===== config.mk =====
export PLATFORM = sky130hd
export DESIGN_NAME = controlUnit
export DESIGN_NICKNAME = d
export VERILOG_FILES = /design/src/cuPkg.sv /design/src/instrClassify.sv /design/src/aluCtrlDecode.sv /design/src/memStackDecode.sv /design/src/branchFlagDecode.sv /design/src/ctrlStageReg.sv /design/src/controlUnit.sv
export VERILOG_INCLUDE_DIRS = /design/src
export SDC_FILE = /design/constraint.sdc
export NUM_CORES = 1
export LEC_CHECK = 0
export ABC_AREA = 1
export BUFFER_PORTS_ARGS = -buffer_cell sky130_fd_sc_hd__buf_2
export CORE_ASPECT_RATIO = 0.7
export CORE_MARGIN = 10
export CORE_UTILIZATION = 45
export CTS_CLUSTER_SIZE = 14
export DETAILED_ROUTE_END_ITERATION = 7
export PLACE_DENSITY = 0.73
export SYNTH_ARGS = -nofsm -noshare
export SYNTH_HDL_FRONTEND = slang
export SYNTH_SLANG_ARGS = --single-unit

===== constraint.sdc =====
create_clock -name clk -period 3.83 [get_ports clk]
set_input_delay 0.5745 -clock clk [delete_from_list [all_inputs] [get_ports clk]]
set_output_delay 0.5745 -clock clk [all_outputs]
set_load 0.1 [all_outputs]

===== src/cu_config.svh =====
// Encoding constants for the instruction-decode stage.
// Opcodes, instruction field ranges, funct codes and the control-word codes
// driven towards the ALU, stack pointer and branch unit live here.
// Include it wherever a constant is needed; the guard makes repeat includes safe.
`ifndef CU_CONFIG_SVH
`define CU_CONFIG_SVH

`define CU_INSTR_W 16 // instruction width
`define CU_REG_W 3 // register number width
`define CU_SHMT_W 4 // shift amount width
`define CU_IMM_W 4 // hash-immediate width

// opcode values
`define CU_OPC_NOP 4'd0
`define CU_OPC_R1 4'd1 // DIV MUL ADD SUB
`define CU_OPC_R2 4'd2 // SHL SHR INC DEC
`define CU_OPC_R3 4'd3 // OR AND NOT MOV
`define CU_OPC_B 4'd4 // jumps on a register
`define CU_OPC_C 4'd5 // flag set / clear
`define CU_OPC_S 4'd6 // PUSH / POP
`define CU_OPC_M 4'd7 // LDD / STD
`define CU_OPC_I 4'd8 // two-word immediate forms
`define CU_OPC_CLRFLAGS 4'd9
`define CU_OPC_CALLR 4'd10

// field ranges inside the instruction word
`define CU_FLD_OPC 15:12
`define CU_FLD_RDST1 11:9
`define CU_FLD_RSRC 8:6
`define CU_FLD_RDST2 5:3
`define CU_FLD_SHMT 5:2
`define CU_FLD_FUNCT 1:0
`define CU_FLD_IFUNCT 2:0
`define CU_FLD_IMM 6:3
`define CU_BIT_OP 11 // C-type: 1 sets, 0 clears
`define CU_BIT_PC 8 // S-type pc select
`define CU_BIT_FLAGS 7 // S-type flags select

// funct codes for S, M and I types
`define CU_FN_PUSH 2'd0
`define CU_FN_POP 2'd1
`define CU_FN_LDD 2'd2
`define CU_FN_STD 2'd3
`define CU_IFN_LDM 3'd0
`define CU_IFN_CALL 3'd1
`define CU_IFN_JMP 3'd2
`define CU_IFN_JC 3'd3
`define CU_IFN_JN 3'd4
`define CU_IFN_JZ 3'd5

// ALU operation codes
`define CU_ALU_ADD 4'd0
`define CU_ALU_SUB 4'd1
`define CU_ALU_INC 4'd2
`define CU_ALU_DEC 4'd3
`define CU_ALU_AND 4'd4
`define CU_ALU_OR 4'd5
`define CU_ALU_NOT 4'd6
`define CU_ALU_SHL 4'd7
`define CU_ALU_SHR 4'd8
`define CU_ALU_MUL 4'd9
`define CU_ALU_DIV 4'd10
`define CU_ALU_MOV 4'd11

`define CU_ALUSRC_REG 2'd0 // operand from register file
`define CU_ALUSRC_DATA 2'd1 // operand from the following data word
`define CU_ALUSRC_SHMT 2'd2 // operand from shmt field

`define CU_SP_KEEP 2'd0
`define CU_SP_DEC 2'd1
`define CU_SP_INC 2'd2

`define CU_JMP_ALWAYS 2'd0
`define CU_JMP_CARRY 2'd1
`define CU_JMP_NEG 2'd2
`define CU_JMP_ZERO 2'd3

`endif


===== src/cuPkg.sv =====
// Shared types of the instruction-decode stage.
// instrKindT names every decoded instruction; the structs carry the registered
// control word and the operand fields out of the stage.
// Modules take the types with a wildcard import in their header.
`default_nettype none
`include "cu_config.svh"

package cuPkg;

	typedef enum logic [5:0] {
		kNop, // also every unknown code
		kAdd, kSub, kInc, kDec, kAnd, kOr, // ALU kinds, keep together
		kNot, kShl, kShr, kMul, kDiv, kMov,
		kJzr, kJnr, kJcr, kJmpr, // jumps through a register
		kSetZ, kSetN, kSetC, kSetInt,
		kClrZ, kClrN, kClrC, kClrInt,
		kPush, kPop, kLdd, kStd,
		kLdm, kCallI, kJmpI, kJcI, kJnI, kJzI, // I-type, second word is the address or data
		kClrFlags,
		kCallR
	} instrKindT;

	// raw pc / flags bits of an S-type word, qualified later by the kind
	typedef struct packed {
		logic pc;
		logic flags;
	} stackSelT;

	typedef struct packed {
		logic zero;
		logic neg;
		logic carry;
		logic intr; // interrupt enable
	} flagVecT;

	typedef struct packed {
		logic [3:0] aluOp; // CU_ALU_* code
		logic [1:0] aluSrc; // CU_ALUSRC_* code
		logic regLowWrite; // write back to rdst1
		logic regHighWrite; // write back to rdst2, MUL upper half
		logic memToReg; // write-back data from memory
		logic memWrite;
		logic memRead;
		logic pcPushPop;
		logic flagsPushPop;
		logic [1:0] spSrc; // CU_SP_* code
		logic memDataSrc; // store pc / flags instead of a register
		logic memAddrSrc; // address from sp instead of a register
		logic isJmp;
		logic jmpSrc; // 1: immediate target, 0: register target
		logic [1:0] jmpType; // CU_JMP_* code
		flagVecT setFlags;
		flagVecT clrFlags;
	} ctrlWordT;

	typedef struct packed {
		logic [`CU_REG_W-1:0] rdst1;
		logic [`CU_REG_W-1:0] rsrc;
		logic [`CU_REG_W-1:0] rdst2;
		logic [`CU_SHMT_W-1:0] shmt;
		logic [`CU_IMM_W-1:0] imm;
	} operandT;

endpackage

`default_nettype wire


===== src/instrClassify.sv =====
// First step of decode: turns the raw 16-bit word into a single instruction kind.
// The later decoders only look at the kind and the S-type stack bits, so all
// opcode / funct knowledge sits here. The operand fields are sliced here too.
// IN, OUT and every unassigned code come out as kNop.
`default_nettype none
`include "cu_config.svh"

module instrClassify import cuPkg::*; (
	input logic [`CU_INSTR_W-1:0] instr,
	output instrKindT kind,
	output stackSelT stackSel,
	output operandT operands
);

	logic [3:0] opcode;
	logic [1:0] funct;
	logic [2:0] iFunct; // I-type has six members, needs three bits
	logic opBit;

	assign opcode = instr[`CU_FLD_OPC];
	assign funct = instr[`CU_FLD_FUNCT];
	assign iFunct = instr[`CU_FLD_IFUNCT];
	assign opBit = instr[`CU_BIT_OP];

	always_comb begin
		kind = kNop;
		case (opcode)
			`CU_OPC_R1: begin
				case (funct)
					2'd0: kind = kDiv;
					2'd1: kind = kMul;
					2'd2: kind = kAdd;
					default: kind = kSub;
				endcase
			end
			`CU_OPC_R2: begin
				case (funct)
					2'd0: kind = kShl;
					2'd1: kind = kShr;
					2'd2: kind = kInc;
					default: kind = kDec;
				endcase
			end
			`CU_OPC_R3: begin
				case (funct)
					2'd0: kind = kOr;
					2'd1: kind = kAnd;
					2'd2: kind = kNot;
					default: kind = kMov;
				endcase
			end
			`CU_OPC_B: begin // funct picks the condition
				case (funct)
					2'd0: kind = kJzr;
					2'd1: kind = kJnr;
					2'd2: kind = kJcr;
					default: kind = kJmpr;
				endcase
			end
			`CU_OPC_C: begin // funct picks the flag, op bit set vs clear
				case (funct)
					2'd0: kind = opBit ? kSetZ : kClrZ;
					2'd1: kind = opBit ? kSetN : kClrN;
					2'd2: kind = opBit ? kSetC : kClrC;
					default: kind = opBit ? kSetInt : kClrInt;
				endcase
			end
			`CU_OPC_S: begin
				if (funct == `CU_FN_PUSH) kind = kPush;
				else if (funct == `CU_FN_POP) kind = kPop;
			end
			`CU_OPC_M: begin // funct 0/1 were OUT / IN, now NOP
				if (funct == `CU_FN_LDD) kind = kLdd;
				else if (funct == `CU_FN_STD) kind = kStd;
			end
			`CU_OPC_I: begin
				case (iFunct)
					`CU_IFN_LDM: kind = kLdm;
					`CU_IFN_CALL: kind = kCallI;
					`CU_IFN_JMP: kind = kJmpI;
					`CU_IFN_JC: kind = kJcI;
					`CU_IFN_JN: kind = kJnI;
					`CU_IFN_JZ: kind = kJzI;
					default: kind = kNop; // iFunct 6, 7 unused
				endcase
			end
			`CU_OPC_CLRFLAGS: kind = kClrFlags;
			`CU_OPC_CALLR: kind = kCallR;
			default: kind = kNop; // opcode 0 and 11..15
		endcase
	end

	assign stackSel.pc = instr[`CU_BIT_PC];
	assign stackSel.flags = instr[`CU_BIT_FLAGS];

	// fields overlap, consumers pick what the kind needs
	assign operands.rdst1 = instr[`CU_FLD_RDST1];
	assign operands.rsrc = instr[`CU_FLD_RSRC];
	assign operands.rdst2 = instr[`CU_FLD_RDST2];
	assign operands.shmt = instr[`CU_FLD_SHMT];
	assign operands.imm = instr[`CU_FLD_IMM];

endmodule

`default_nettype wire


===== src/aluCtrlDecode.sv =====
// ALU side of the control word: operation code, source select and the
// register write-back enables. Purely combinational, driven from the kind.
// Kinds that do not use the ALU get MOV so the datapath passes data through.
`default_nettype none
`include "cu_config.svh"

module aluCtrlDecode import cuPkg::*; (
	input instrKindT kind,
	output logic [3:0] aluOp,
	output logic [1:0] aluSrc,
	output logic regLowWrite,
	output logic regHighWrite,
	output logic memToReg,
	input logic popPcBit // pc bit of the S-type word
);

	logic isAluKind; // any of the twelve R-type kinds
	logic isPop;

	always_comb begin
		aluOp = `CU_ALU_MOV;
		isAluKind = 1'b1;
		case (kind)
			kAdd: aluOp = `CU_ALU_ADD;
			kSub: aluOp = `CU_ALU_SUB;
			kInc: aluOp = `CU_ALU_INC;
			kDec: aluOp = `CU_ALU_DEC;
			kAnd: aluOp = `CU_ALU_AND;
			kOr: aluOp = `CU_ALU_OR;
			kNot: aluOp = `CU_ALU_NOT;
			kShl: aluOp = `CU_ALU_SHL;
			kShr: aluOp = `CU_ALU_SHR;
			kMul: aluOp = `CU_ALU_MUL;
			kDiv: aluOp = `CU_ALU_DIV;
			kMov: aluOp = `CU_ALU_MOV;
			default: isAluKind = 1'b0; // non-ALU kinds keep MOV
		endcase
	end

	always_comb begin
		case (kind)
			kLdm: aluSrc = `CU_ALUSRC_DATA; // data word rides through the ALU
			kShl, kShr: aluSrc = `CU_ALUSRC_SHMT;
			default: aluSrc = `CU_ALUSRC_REG;
		endcase
	end

	assign isPop = (kind == kPop);

	// POP of a register writes rdst1 through the ALU path,
	// POP of pc returns the memory word as write-back data
	assign regLowWrite = isAluKind | (kind == kLdm) | (isPop & ~popPcBit);
	assign regHighWrite = (kind == kMul); // upper half of the product
	assign memToReg = (kind == kLdd) | (isPop & popPcBit);

endmodule

`default_nettype wire


===== src/memStackDecode.sv =====
// Data-memory and stack controls of the control word.
// Covers the read/write strobes, the stack-pointer step and what a PUSH or
// POP moves (register, pc, flags). Calls push the return address, so they
// write memory and step the stack pointer like PUSH does.
`default_nettype none
`include "cu_config.svh"

module memStackDecode import cuPkg::*; (
	input instrKindT kind,
	input stackSelT stackSel,
	output logic memWrite,
	output logic memRead,
	output logic pcPushPop,
	output logic flagsPushPop,
	output logic memDataSrc,
	output logic memAddrSrc,
	output logic [1:0] spSrc
);

	logic isPush;
	logic isPop;
	logic isCall; // either call form

	assign isPush = (kind == kPush);
	assign isPop = (kind == kPop);
	assign isCall = (kind == kCallI) | (kind == kCallR);

	assign memWrite = isPush | (kind == kStd) | isCall;
	assign memRead = isPop | (kind == kLdd);

	always_comb begin
		if (isPop)
			spSrc = `CU_SP_DEC;
		else if (isPush | isCall)
			spSrc = `CU_SP_INC;
		else
			spSrc = `CU_SP_KEEP;
	end

	// stack bits only mean something on an S-type word
	assign pcPushPop = (isPush | isPop) & stackSel.pc;
	assign flagsPushPop = (isPush | isPop) & stackSel.flags;

	assign memDataSrc = isPush & (stackSel.pc | stackSel.flags); // store pc/flags, not rdst
	assign memAddrSrc = isPush | isPop; // address from sp

endmodule

`default_nettype wire


===== src/branchFlagDecode.sv =====
// Branch and flag controls of the control word.
// isJmp / jmpSrc / jmpType steer the fetch stage, setFlags / clrFlags go to the
// flag register. A POP with pc and flags both set is the interrupt return and
// drops the interrupt enable.
`default_nettype none
`include "cu_config.svh"

module branchFlagDecode import cuPkg::*; (
	input instrKindT kind,
	input stackSelT stackSel,
	output logic isJmp,
	output logic jmpSrc,
	output logic [1:0] jmpType,
	output flagVecT setFlags,
	output flagVecT clrFlags
);

	logic isRegJmp;
	logic isImmForm; // all I-type kinds, LDM included
	logic isClrAll;
	logic isRti;

	assign isRegJmp = (kind == kJzr) | (kind == kJnr) | (kind == kJcr) | (kind == kJmpr);
	assign isImmForm = (kind == kLdm) | (kind == kCallI) | (kind == kJmpI)
		| (kind == kJcI) | (kind == kJnI) | (kind == kJzI);

	assign isJmp = isRegJmp | (kind == kCallR) | (isImmForm & (kind != kLdm));
	assign jmpSrc = isImmForm; // only looked at together with isJmp

	always_comb begin
		case (kind)
			kJcr, kJcI: jmpType = `CU_JMP_CARRY;
			kJnr, kJnI: jmpType = `CU_JMP_NEG;
			kJzr, kJzI: jmpType = `CU_JMP_ZERO;
			default: jmpType = `CU_JMP_ALWAYS; // also calls and JMP
		endcase
	end

	assign isClrAll = (kind == kClrFlags);
	assign isRti = (kind == kPop) & stackSel.pc & stackSel.flags;

	assign setFlags.zero = (kind == kSetZ);
	assign setFlags.neg = (kind == kSetN);
	assign setFlags.carry = (kind == kSetC);
	assign setFlags.intr = (kind == kSetInt);

	assign clrFlags.zero = (kind == kClrZ) | isClrAll;
	assign clrFlags.neg = (kind == kClrN) | isClrAll;
	assign clrFlags.carry = (kind == kClrC) | isClrAll;
	assign clrFlags.intr = (kind == kClrInt) | isClrAll | isRti; // RTI re-enables via flag pop

endmodule

`default_nettype wire


===== src/ctrlStageReg.sv =====
// Decode-stage pipeline register.
// An instruction strobed in without flush shows up one cycle later with
// outValid. Any other cycle loads the zero control word, which is a bubble:
// no writes, no jump, stack pointer kept.
`default_nettype none

module ctrlStageReg import cuPkg::*; (
	input logic clk,
	input logic rstN,
	input logic inStrobe,
	input logic flush,
	input ctrlWordT ctrlIn,
	input operandT opIn,
	output logic outValid,
	output ctrlWordT ctrl,
	output operandT operands
);

	logic accept;

	assign accept = inStrobe & ~flush; // flush wins over the strobe

	always_ff @(posedge clk) begin
		if (!rstN) begin
			outValid <= 1'b0;
			ctrl <= '0;
		end else if (accept) begin
			outValid <= 1'b1;
			ctrl <= ctrlIn;
		end else begin
			outValid <= 1'b0;
			ctrl <= '0; // bubble
		end
	end

	always_ff @(posedge clk) begin
		if (accept)
			operands <= opIn; // payload, only meaningful with outValid
	end

endmodule

`default_nettype wire


===== src/controlUnit.sv =====
// Top of the instruction-decode stage.
// instr is classified, three decoders fill disjoint fields of one control
// word, and the stage register presents it one cycle after inStrobe.
// Hook clk / rstN to the core clock and its synchronous active-low reset.
`default_nettype none
`include "cu_config.svh"

module controlUnit import cuPkg::*; (
	input logic clk,
	input logic rstN,
	input logic inStrobe,
	input logic flush,
	input logic [`CU_INSTR_W-1:0] instr,
	output logic outValid,
	output ctrlWordT ctrl,
	output operandT operands
);

	instrKindT kind;
	stackSelT stackSel;
	operandT opNext;
	ctrlWordT ctrlNext; // merged from the three decoders

	instrClassify uClassify (
		.instr(instr),
		.kind(kind),
		.stackSel(stackSel),
		.operands(opNext)
	);

	aluCtrlDecode uAluDec (
		.kind(kind),
		.aluOp(ctrlNext.aluOp),
		.aluSrc(ctrlNext.aluSrc),
		.regLowWrite(ctrlNext.regLowWrite),
		.regHighWrite(ctrlNext.regHighWrite),
		.memToReg(ctrlNext.memToReg),
		.popPcBit(stackSel.pc)
	);

	memStackDecode uMemDec (
		.kind(kind),
		.stackSel(stackSel),
		.memWrite(ctrlNext.memWrite),
		.memRead(ctrlNext.memRead),
		.pcPushPop(ctrlNext.pcPushPop),
		.flagsPushPop(ctrlNext.flagsPushPop),
		.memDataSrc(ctrlNext.memDataSrc),
		.memAddrSrc(ctrlNext.memAddrSrc),
		.spSrc(ctrlNext.spSrc)
	);

	branchFlagDecode uBrDec (
		.kind(kind),
		.stackSel(stackSel),
		.isJmp(ctrlNext.isJmp),
		.jmpSrc(ctrlNext.jmpSrc),
		.jmpType(ctrlNext.jmpType),
		.setFlags(ctrlNext.setFlags),
		.clrFlags(ctrlNext.clrFlags)
	);

	ctrlStageReg uStage (
		.clk(clk),
		.rstN(rstN),
		.inStrobe(inStrobe),
		.flush(flush),
		.ctrlIn(ctrlNext),
		.opIn(opNext),
		.outValid(outValid),
		.ctrl(ctrl),
		.operands(operands)
	);

endmodule

`default_nettype wire


==> impl_metrics.env, run 1 <==
export IMPL_status="completed"
export IMPL_core_area_sq_mm=0.00473
export IMPL_cts_tree="built"
export IMPL_root_buffer="clkbuf_8"
export IMPL_drive_above_1_share_pct=34.3
export IMPL_die_area_sq_mm=0.00804
export IMPL_detail_route_vias_per_cell=4.86
export IMPL_hold_depth=1
export IMPL_dp_hpwl_mm=4.44
export IMPL_numClockSinks=40
export IMPL_startpoint_type="input port"
export IMPL_drc=0
export IMPL_synth_warnings=0
export IMPL_layout_cells_most_common="buf_2"
export IMPL_p_total_mw=1.07
export IMPL_cts_hold_buf=0
export IMPL_grt_use_total_pct=13.5
export IMPL_gp_congestion=0.930
export IMPL_grt_max_degree=15
export IMPL_synth_seq_cells=40
export IMPL_holdCritPathClass="input port to flop"
export IMPL_period_share_pct=61.5
export IMPL_fin_tns_setup_ns=0
export IMPL_start_util_pct=45.8
export IMPL_netlist_area_sq_mm=0.00217
export IMPL_num_rows=21
export IMPL_post_cts_setup_buffer_count=0
export IMPL_leakage_nw=1.41
export IMPL_finalSetupViolCount=0
export IMPL_layout_nets=374
export IMPL_cp_arrival_ns=2.58
export IMPL_routed_wl_mm=5.53
export IMPL_critical_path_max_stage_delay_ns=0.26
export IMPL_worst_pin_slew_ns=0.503
export IMPL_diodes=0
export IMPL_drt_iter0_markers=195
export IMPL_num_vias=1978
export IMPL_drv_slew=0
export IMPL_ios=67
export IMPL_crit_type="input port to flop"
export IMPL_ys_types=31
export IMPL_grt_pass1_wl_mm=8.81
export IMPL_holdWs_ns=0.452
export IMPL_ant_nets=0
export IMPL_ys_seq_area_share_pct=41.5
export IMPL_worstPathRequired_ns=4.05
export IMPL_finalWorstPathRequiredPeriod_ns=2.36
export IMPL_ctsResizeCount=0
export IMPL_slowest_stage="ha_1"
export IMPL_area_delta_synth_final_pct=21.4
export IMPL_ir_drop_v=0.000173
export IMPL_clock_path_buffers=2
export IMPL_p_per_area_mw_per_mm2=406
export IMPL_crit_chain="buf_2, inv_1, ha_1, nor2_2, nand2_1, nand2_1, nor2_2, nor2_1, nand2_1, nor2_1, nand2_2, inv_1, nand3_1, nand2_1, inv_1, nand3_1, nor2_1, nor2_1"
export IMPL_syn_area_per_cell_sq_um=7.66
export IMPL_rsz0062_at_grt="no"
export IMPL_die_x_um=103
export IMPL_maxCapViolations=0
export IMPL_syn_inst=283
export IMPL_wl_per_cell_um=13.6
export IMPL_slew_headroom_pct=66.7
export IMPL_io_buffers=66
export IMPL_worstPathMaxFanout=6
export IMPL_hold_viol_final=0
export IMPL_antenna_found_initial=0
export IMPL_synth_nets=308
export IMPL_dr_pass1_iters=4
export IMPL_grt_pass1_vias=1871
export IMPL_max_clock_freq_mhz=424
export IMPL_cts_buffers=5
export IMPL_htreeDepth=2
export IMPL_clk_pin_slew_worst_paths_ns=0.08
export IMPL_gr_total_overflow=0
export IMPL_die_h_um=78.1
export IMPL_worstSetupEndpointType="flop"
export IMPL_final_cell_mix="buf_2 (66), nand2_1 (56), nor2_1 (39)"
-- sequential cells by signal (all words and copies together), names as in the netlist --
| signal | count |
|---|---|
| uStage.ctrl | 29 |
| uStage.operands | 10 |
| uStage.outValid | 1 |
-- logic make-up (layout without fill, tap and decap cells) --
| group | Yosys count | in the layout | share of synthesized area [%] |
|---|---|---|---|
| adder cells (fa/ha/maj) | 5 | 5 | 2.89 |
| AO/OA/AOI/OAI | 25 | 25 | 7.33 |
| AND/OR/NAND/NOR | 161 | 161 | 37.9 |
| flip-flops | 40 | 40 | 41.5 |
| buffers and inverters | 52 | 119 | 10.3 |
-- worst max-delay path, delay by kind of cell --
family        cells  cell delay, ns
simple gates     13            1.39
buf+inv           4            0.35
fa+ha+maj         1            0.26
-- per-stage QoR --
step | instance area (sq um) | util [%] | instances | worst slack [ns]
detailed placement | 2520 | 53.3 | 399 | 1.22
CTS | 2630 | 55.6 | 407 | 1.51
floorplan | 2170 | - | 283 | 1.63
global placement | 2520 | 53.3 | 399 | 1.28
global route | 2630 | 55.6 | 407 | 1.20
finish | 2630 | 55.6 | 407 | 1.47
-- report_power, final --
part	leakage, nW	total [mW]	internal (mW)	switching [mW]
registers	0.336	0.448	0.444	0.00334
clock network	0.0530	0.327	0.170	0.157
logic	1.02	0.293	0.0583	0.235
total	1.41	1.07	0.673	0.395
-- Yosys cell counts --
| cell | number | share of area [%] |
|---|---|---|
| a21oi_1 | 8 | 1.8 |
| a21oi_2 | 1 | 0.40 |
| a21oi_4 | 1 | 0.75 |
| a41oi_1 | 1 | 0.40 |
| and3_1 | 1 | 0.29 |
| buf_4 | 7 | 2.4 |
| clkbuf_1 | 1 | 0.17 |
| dfxtp_1 | 30 | 28 |
| edfxtp_1 | 10 | 14 |
| ha_1 | 5 | 2.9 |
| inv_1 | 35 | 6.1 |
| inv_2 | 8 | 1.4 |
| inv_4 | 1 | 0.29 |
| nand2_1 | 56 | 9.7 |
| nand2_2 | 6 | 1.7 |
| nand2_4 | 2 | 1.0 |
| nand3_1 | 25 | 5.8 |
| nand3_2 | 2 | 0.92 |
| nand3_4 | 2 | 1.6 |
| nand3b_2 | 1 | 0.52 |
| nand4_1 | 2 | 0.58 |
| nor2_1 | 39 | 6.8 |
| nor2_2 | 11 | 3.2 |
| nor2_4 | 9 | 4.7 |
| nor3_1 | 5 | 1.2 |
| o211ai_1 | 2 | 0.69 |
| o21ai_0 | 3 | 0.69 |
| o21ai_1 | 6 | 1.4 |
| o21ai_2 | 1 | 0.40 |
| o311ai_0 | 1 | 0.40 |
| o31ai_1 | 1 | 0.35 |
-- path summary, 6_finish.rpt --
path / from / endpoint / slack [ns]
worst max-delay path: instr[0] / uStage.ctrl[26]$_SDFF_PN0_ / 1.47
worst min-delay path: instr[10] / uStage.operands[15]$_DFFE_PP_ / 0.45
-- cell type report --
class                           count  area, sq um
Fill cell                         461         2100
Multi-Input combinational cell    191         1040
Sequential cell                    40          901
Timing Repair Buffer               67          338
Inverter                           44          168
Clock buffer                        6         93.8
Tap cell                           57         71.3
Clock inverter                      2         16.3
-- per-layer routing --
metal	GRT usage, %	routed length, um
met5	0	0
met4	3.46	29
met3	5.07	686
met2	19.0	2130
met1	18.8	2690
No activity file was read; power rests on OpenSTA's default activity.
==> inputs of run 2 (changes only) <==
- ABC_AREA: 1 -> 0
- PLACE_DENSITY: 0.73 -> 0.74
- clock period: 3.83 -> 2.45 ns (I/O delays scaled with it)
==> run 2 against run 1 <==
Sequential cell count stayed put. First-iteration DRC count is 12% lower. Die area is 7.3% lower. Total power is 53% higher. Worst hold slack worse by 0.20 ns. Via count is 8.7% lower. Sequential share of layout area is 1.4 points higher. Core utilization is 3.5 points higher. Synthesized cell count is 29% lower. Non-clock buffer count is 21 higher.
==> impl_metrics.env, run 2 <==
export IMPL_gp_congestion=0.891
export IMPL_cts_hold_buf=0
export IMPL_antenna_found_initial=0
export IMPL_gr_total_overflow=0
export IMPL_cts_tree="built"
export IMPL_placed_cells=328
export IMPL_worst_pin_slew_ns=0.509
export IMPL_cts_buffers=5
export IMPL_drt_iter0_markers=172
export IMPL_detail_route_vias_per_cell=5.37
export IMPL_io_buffers=66
export IMPL_layout_nets=305
export IMPL_path_delay_family="simple AND/OR/NAND/NOR gates"
export IMPL_worstSetupEndpointType="flop"
export IMPL_holdCritPathClass="input port to flop"
export IMPL_area_delta_synth_final_pct=28.7
export IMPL_ir_drop_v=0.000443
export IMPL_path_buf_inv=2
export IMPL_syn_area_per_cell_sq_um=9.72
export IMPL_worstPathRequired_ns=2.67
export IMPL_synth_edf_count=10
export IMPL_hold_depth=1
export IMPL_start_util_pct=45.9
export IMPL_grt_max_degree=16
export IMPL_startpoint_type="input port"
export IMPL_final_cells=336
export IMPL_grt_pass1_wl_mm=8.49
export IMPL_maxCapViolations=0
export IMPL_p_per_area_mw_per_mm2=648
export IMPL_grt_pass1_vias=1724
export IMPL_status="completed"
export IMPL_syn_inst=202
export IMPL_die_h_um=75.3
export IMPL_ios=67
export IMPL_finalWorstPathRequiredPeriod_ns=2.27
export IMPL_slew_headroom_pct=66.3
export IMPL_largest_reg_flops=29
export IMPL_crit_chain="buf_2, ha_1, or4b_1, o21ai_0, o21bai_1, and3_1, buf_4, nor3_1, a21oi_1, nor2_1"
export IMPL_post_cts_setup_buffer_count=0
export IMPL_holdWs_ns=0.254
export IMPL_synth_top_area_share_pct=30.6
export IMPL_routed_wl_mm=5.43
export IMPL_synth_seq_cells=40
export IMPL_finalSetupViolCount=0
export IMPL_largest_register="uStage.ctrl"
export IMPL_ant_nets=0
export IMPL_wl_per_cell_um=16.2
export IMPL_rsz0062_at_grt="no"
export IMPL_drc=0
export IMPL_core_area_sq_mm=0.00428
export IMPL_clock_path_buffers=2
export IMPL_cp_arrival_ns=2.50
export IMPL_num_vias=1805
export IMPL_reg_largest_list="uStage.ctrl: 29 flops, uStage.operands: 10 flops, uStage.outValid: 1 flops"
export IMPL_htreeDepth=2
export IMPL_period_share_pct=92.7
export IMPL_critical_path_max_stage_delay_ns=0.53
export IMPL_final_cell_mix="buf_2 (66), dfxtp_1 (30), nor2_1 (21), buf_4 (21), edfxtp_1 (10)"
export IMPL_max_clock_freq_mhz=440
export IMPL_synth_top_flop_cell="dfxtp_1"
export IMPL_synth_top_cells_by_area="dfxtp_1 (31%), edfxtp_1 (15%), buf_4 (4.2%), nor2_1 (4.0%), ha_1 (3.2%)"
export IMPL_dr_pass1_iters=5
export IMPL_synth_largest_area_cell="dfxtp_1"
export IMPL_clk_pin_slew_worst_paths_ns=0.07
export IMPL_slowest_stage="or4b_1"
export IMPL_synth_warnings=0
export IMPL_root_buffer="clkbuf_8"
export IMPL_dp_hpwl_mm=4.22
export IMPL_worstPathMaxFanout=7
export IMPL_ys_types=58
export IMPL_ctsResizeCount=0
export IMPL_numClockSinks=40
export IMPL_ys_seq_area_share_pct=45.9
export IMPL_layout_cells_most_common="buf_2"
export IMPL_dp_slack_ns=-0.0163
export IMPL_leakage_nw=1.16
export IMPL_synth_nets=227
export IMPL_async_flop_share_pct=0
export IMPL_crit_type="input port to flop"
export IMPL_setup_ws_ns=0.179
export IMPL_netlist_area_sq_mm=0.00196
export IMPL_crit_cells=10
export IMPL_hold_viol_final=0
export IMPL_grt_use_total_pct=14.3
export IMPL_drive_above_1_share_pct=37.7
export IMPL_num_rows=20
export IMPL_diodes=0
export IMPL_drv_slew=0
export IMPL_die_area_sq_mm=0.00745
export IMPL_die_x_um=99.0
export IMPL_synth_most_common_cell="dfxtp_1"
export IMPL_synth_common_cells="dfxtp_1 (30), nor2_1 (21), buf_4 (11), edfxtp_1 (10)"
## run 2: changes by cell type in the layout (fill, tap and decap cells not counted), sizes merged, moves of 3 or more
| cell | change |
|---|---|
| nor3 | +5 |
| nor3b | +3 |
| o21bai | +4 |
| nand2 | -55 |
| nor2b | +4 |
| inv | -37 |
| nand3 | -26 |
| or3 | +4 |
| a31oi | +3 |
| buf | +21 |
| nand4 | +3 |
| nor2 | -37 |
| nand2b | +8 |
## run 2: cell type report
type	instances	area, sq um
clock buffer	5	68.8
clock inverter	3	37.5
fill	395	1750
inverter	8	30.0
multi-input combinational	137	915
sequential	40	901
tap	55	68.8
timing repair buffer	88	508
## run 2: cells by family after synthesis
logic type | synth area share, %
buf+inv | 7.58
mux | 1.59
flops | 45.9
simple gates | 24.6
compound gates | 16.3
xor+xnor | 0.892
fa+ha+maj | 3.18
## run 2: final timing paths
kind      from                           end
max   instr[0]    uStage.ctrl[19]$_SDFF_PN0_
min   instr[5]  uStage.operands[2]$_DFFE_PP_
## run 2: report_power, final
| group | switching (mW) | total (mW) | internal, mW |
|---|---|---|---|
| Combinational | 0.320 | 0.432 | 0.112 |
| Clock | 0.211 | 0.507 | 0.296 |
| Sequential | 0.00511 | 0.699 | 0.694 |
| Total | 0.536 | 1.64 | 1.10 |
## run 2: layer usage
layer / vias up / global-route usage (%) / part of all wire [%]
li1: 879 / - / -
met1: 842 / 20.5 / 50
met2: 81 / 18.9 / 39
met3: 3 / 5.59 / 10
met4: 0 / 3.96 / 0.41
met5: - / 0 / 0
## run 2: metrics by stage
| stage | power [mW] | cell area, sq um | utilization, % | setup TNS, ns |
|---|---|---|---|---|
| after CTS | 1.65 | 2530 | 59.1 | 0 |
| final | 1.64 | 2530 | 59.1 | 0 |
| after detailed placement | 1.14 | 2420 | 56.6 | -0.0163 |
| after global routing | 1.71 | 2530 | 59.1 | 0 |
| after floorplan | 1.04 | 1960 | - | 0 |
| after global placement | 1.14 | 2420 | 56.6 | 0 |
==> inputs of run 3 (changes only) <==
- GPL_TIMING_DRIVEN: unset -> 0
==> run 3 against run 2 <==
Total power shrank 1.2%. Critical path depth is the same. Sequential power is essentially flat. Wire length shrank 6.0%. Non-clock buffer count shrank 5. Clock power is essentially flat. Fmax grew 1.7%. Worst hold slack lost 0.0014 ns. Cell count shrank 1.5%. Combinational power shrank 5.6%. Count of clock-buffer cells in the layout grew 1. Sequential share of layout area grew 0.83 points.
==> impl_metrics.env, run 3 (synthesis results as in run 2) <==
export IMPL_status="completed"
export IMPL_num_rows=20
export IMPL_gr_total_overflow=0
export IMPL_min_from="instr[9]"
export IMPL_routed_wl_mm=5.10
export IMPL_die_area_sq_mm=0.00745
export IMPL_cts_hold_buf=0
export IMPL_largest_reg_flops=29
export IMPL_slowest_stage="or3_1"
export IMPL_clk_pin_slew_worst_paths_ns=0.07
export IMPL_slew_headroom_pct=43.6
export IMPL_detail_route_vias_per_cell=5.40
export IMPL_io_buffers=66
export IMPL_multi_input_area_sq_um=915
export IMPL_core_area_sq_mm=0.00428
export IMPL_root_buffer="clkbuf_8"
export IMPL_clock_path_buffers=2
export IMPL_drv_slew=0
export IMPL_hold_viol_final=0
export IMPL_final_cell_mix="buf_2 (71), dfxtp_1 (30), nor2_1 (21)"
export IMPL_largest_register="uStage.ctrl"
export IMPL_ff_latch_area_sq_um=901
export IMPL_die_x_um=99.0
export IMPL_numClockSinks=40
export IMPL_path_buf_inv=3
export IMPL_drc=0
export IMPL_cp_arrival_ns=2.45
export IMPL_p_per_area_mw_per_mm2=655
export IMPL_wl_per_cell_um=15.4
export IMPL_finalWorstPathRequiredPeriod_ns=2.23
export IMPL_finalSetupViolCount=0
export IMPL_worstPathRequired_ns=2.67
export IMPL_path_delay_family="simple AND/OR/NAND/NOR gates"
export IMPL_grt_pass1_vias=1742
export IMPL_p_total_mw=1.62
export IMPL_max_clock_freq_mhz=448
export IMPL_gp_congestion=0.894
export IMPL_leakage_nw=1.13
export IMPL_crit_type="input port to flop"
export IMPL_start_util_pct=45.9
export IMPL_worst_pin_slew_ns=0.844
export IMPL_critPathLaunch="instr[0]"
export IMPL_ctsResizeCount=0
export IMPL_crit_chain="buf_2, inv_1, ha_1, nor2b_1, a21oi_1, o211ai_2, buf_4, nand2b_1, or3_1, a31oi_1"
export IMPL_dp_hpwl_mm=3.94
export IMPL_layout_nets=300
export IMPL_period_share_pct=91.2
export IMPL_ant_nets=0
export IMPL_reg_largest_list="uStage.ctrl: 29 flops, uStage.operands: 10 flops, uStage.outValid: 1 flops"
export IMPL_die_h_um=75.3
export IMPL_critical_path_max_stage_delay_ns=0.42
export IMPL_cts_tree="built"
export IMPL_ir_drop_v=0.000448
export IMPL_post_cts_setup_buffer_count=0
export IMPL_antenna_found_initial=0
export IMPL_ios=67
export IMPL_num_vias=1788
export IMPL_layout_cells_most_common="buf_2"
export IMPL_htreeDepth=2
export IMPL_grt_use_total_pct=13.6
export IMPL_worstSetupEndpointType="flop"
export IMPL_startpoint_type="input port"
export IMPL_worstPathMaxFanout=10
export IMPL_rsz0062_at_grt="no"
export IMPL_fillers=409
export IMPL_crit_cells=10
export IMPL_dr_pass1_iters=5
export IMPL_diodes=0
export IMPL_grt_pass1_wl_mm=8.29
export IMPL_cts_buffers=5
export IMPL_hold_depth=1
export IMPL_drive_above_1_share_pct=37.0
export IMPL_drt_iter0_markers=228
export IMPL_holdWs_ns=0.253
export IMPL_grt_max_degree=13
export IMPL_maxCapViolations=0
export IMPL_area_delta_synth_final_pct=25.8
export IMPL_holdCritPathClass="input port to flop"
run 3: cell count changes in the layout (fill, tap and decap cells not counted), sizes merged:
cell / previous run / this run
clkbuf: 5 / 6
clkinv: 2 / 1
buf: 88 / 83
run 3: where the power goes:
part | leakage (nW) | total (mW) | switching (mW) | internal [mW]
clock | 0.0552 | 0.510 | 0.208 | 0.302
sequential | 0.336 | 0.700 | 0.00550 | 0.694
combinational | 0.741 | 0.408 | 0.313 | 0.0953
run 3: stage by stage:
stage	std cells	utilization (%)	TNS (ns)	setup slack (ns)	cell area, sq um
after detailed placement	323	55.2	-0.119	-0.0359	2360
after global placement	323	55.2	-0.0187	-0.0187	2360
after CTS	331	57.7	0	0.263	2470
final	331	57.7	0	0.216	2470
after global routing	331	57.7	0	0.0179	2470
after floorplan	202	-	0	0.338	1960
run 3: path summary, 6_finish.rpt:
path / slack, ns / end
hold / removal: 0.25 / uStage.operands[14]$_DFFE_PP_
setup / recovery: 0.22 / uStage.ctrl[22]$_SDFF_PN0_
run 3: layout make-up:
type | instances | share of cell area (%)
inverters | 8 | 1.22
well taps | 55 | 2.78
flip-flops and latches | 40 | 36.5
plain buffers | 17 | 4.81
multi-input cells | 137 | 37.0
clock inverters | 2 | 1.42
repair buffers | 66 | 13.4
clock buffers | 6 | 2.94
run 3: metal layers:
metal,vias to the layer above,part of all wire [%],track usage (%)
li1,869,-,-
met1,817,49,18.2
met2,97,39,18.8
met3,5,11,6.05
met4,0,0.71,4.60
met5,-,0,0
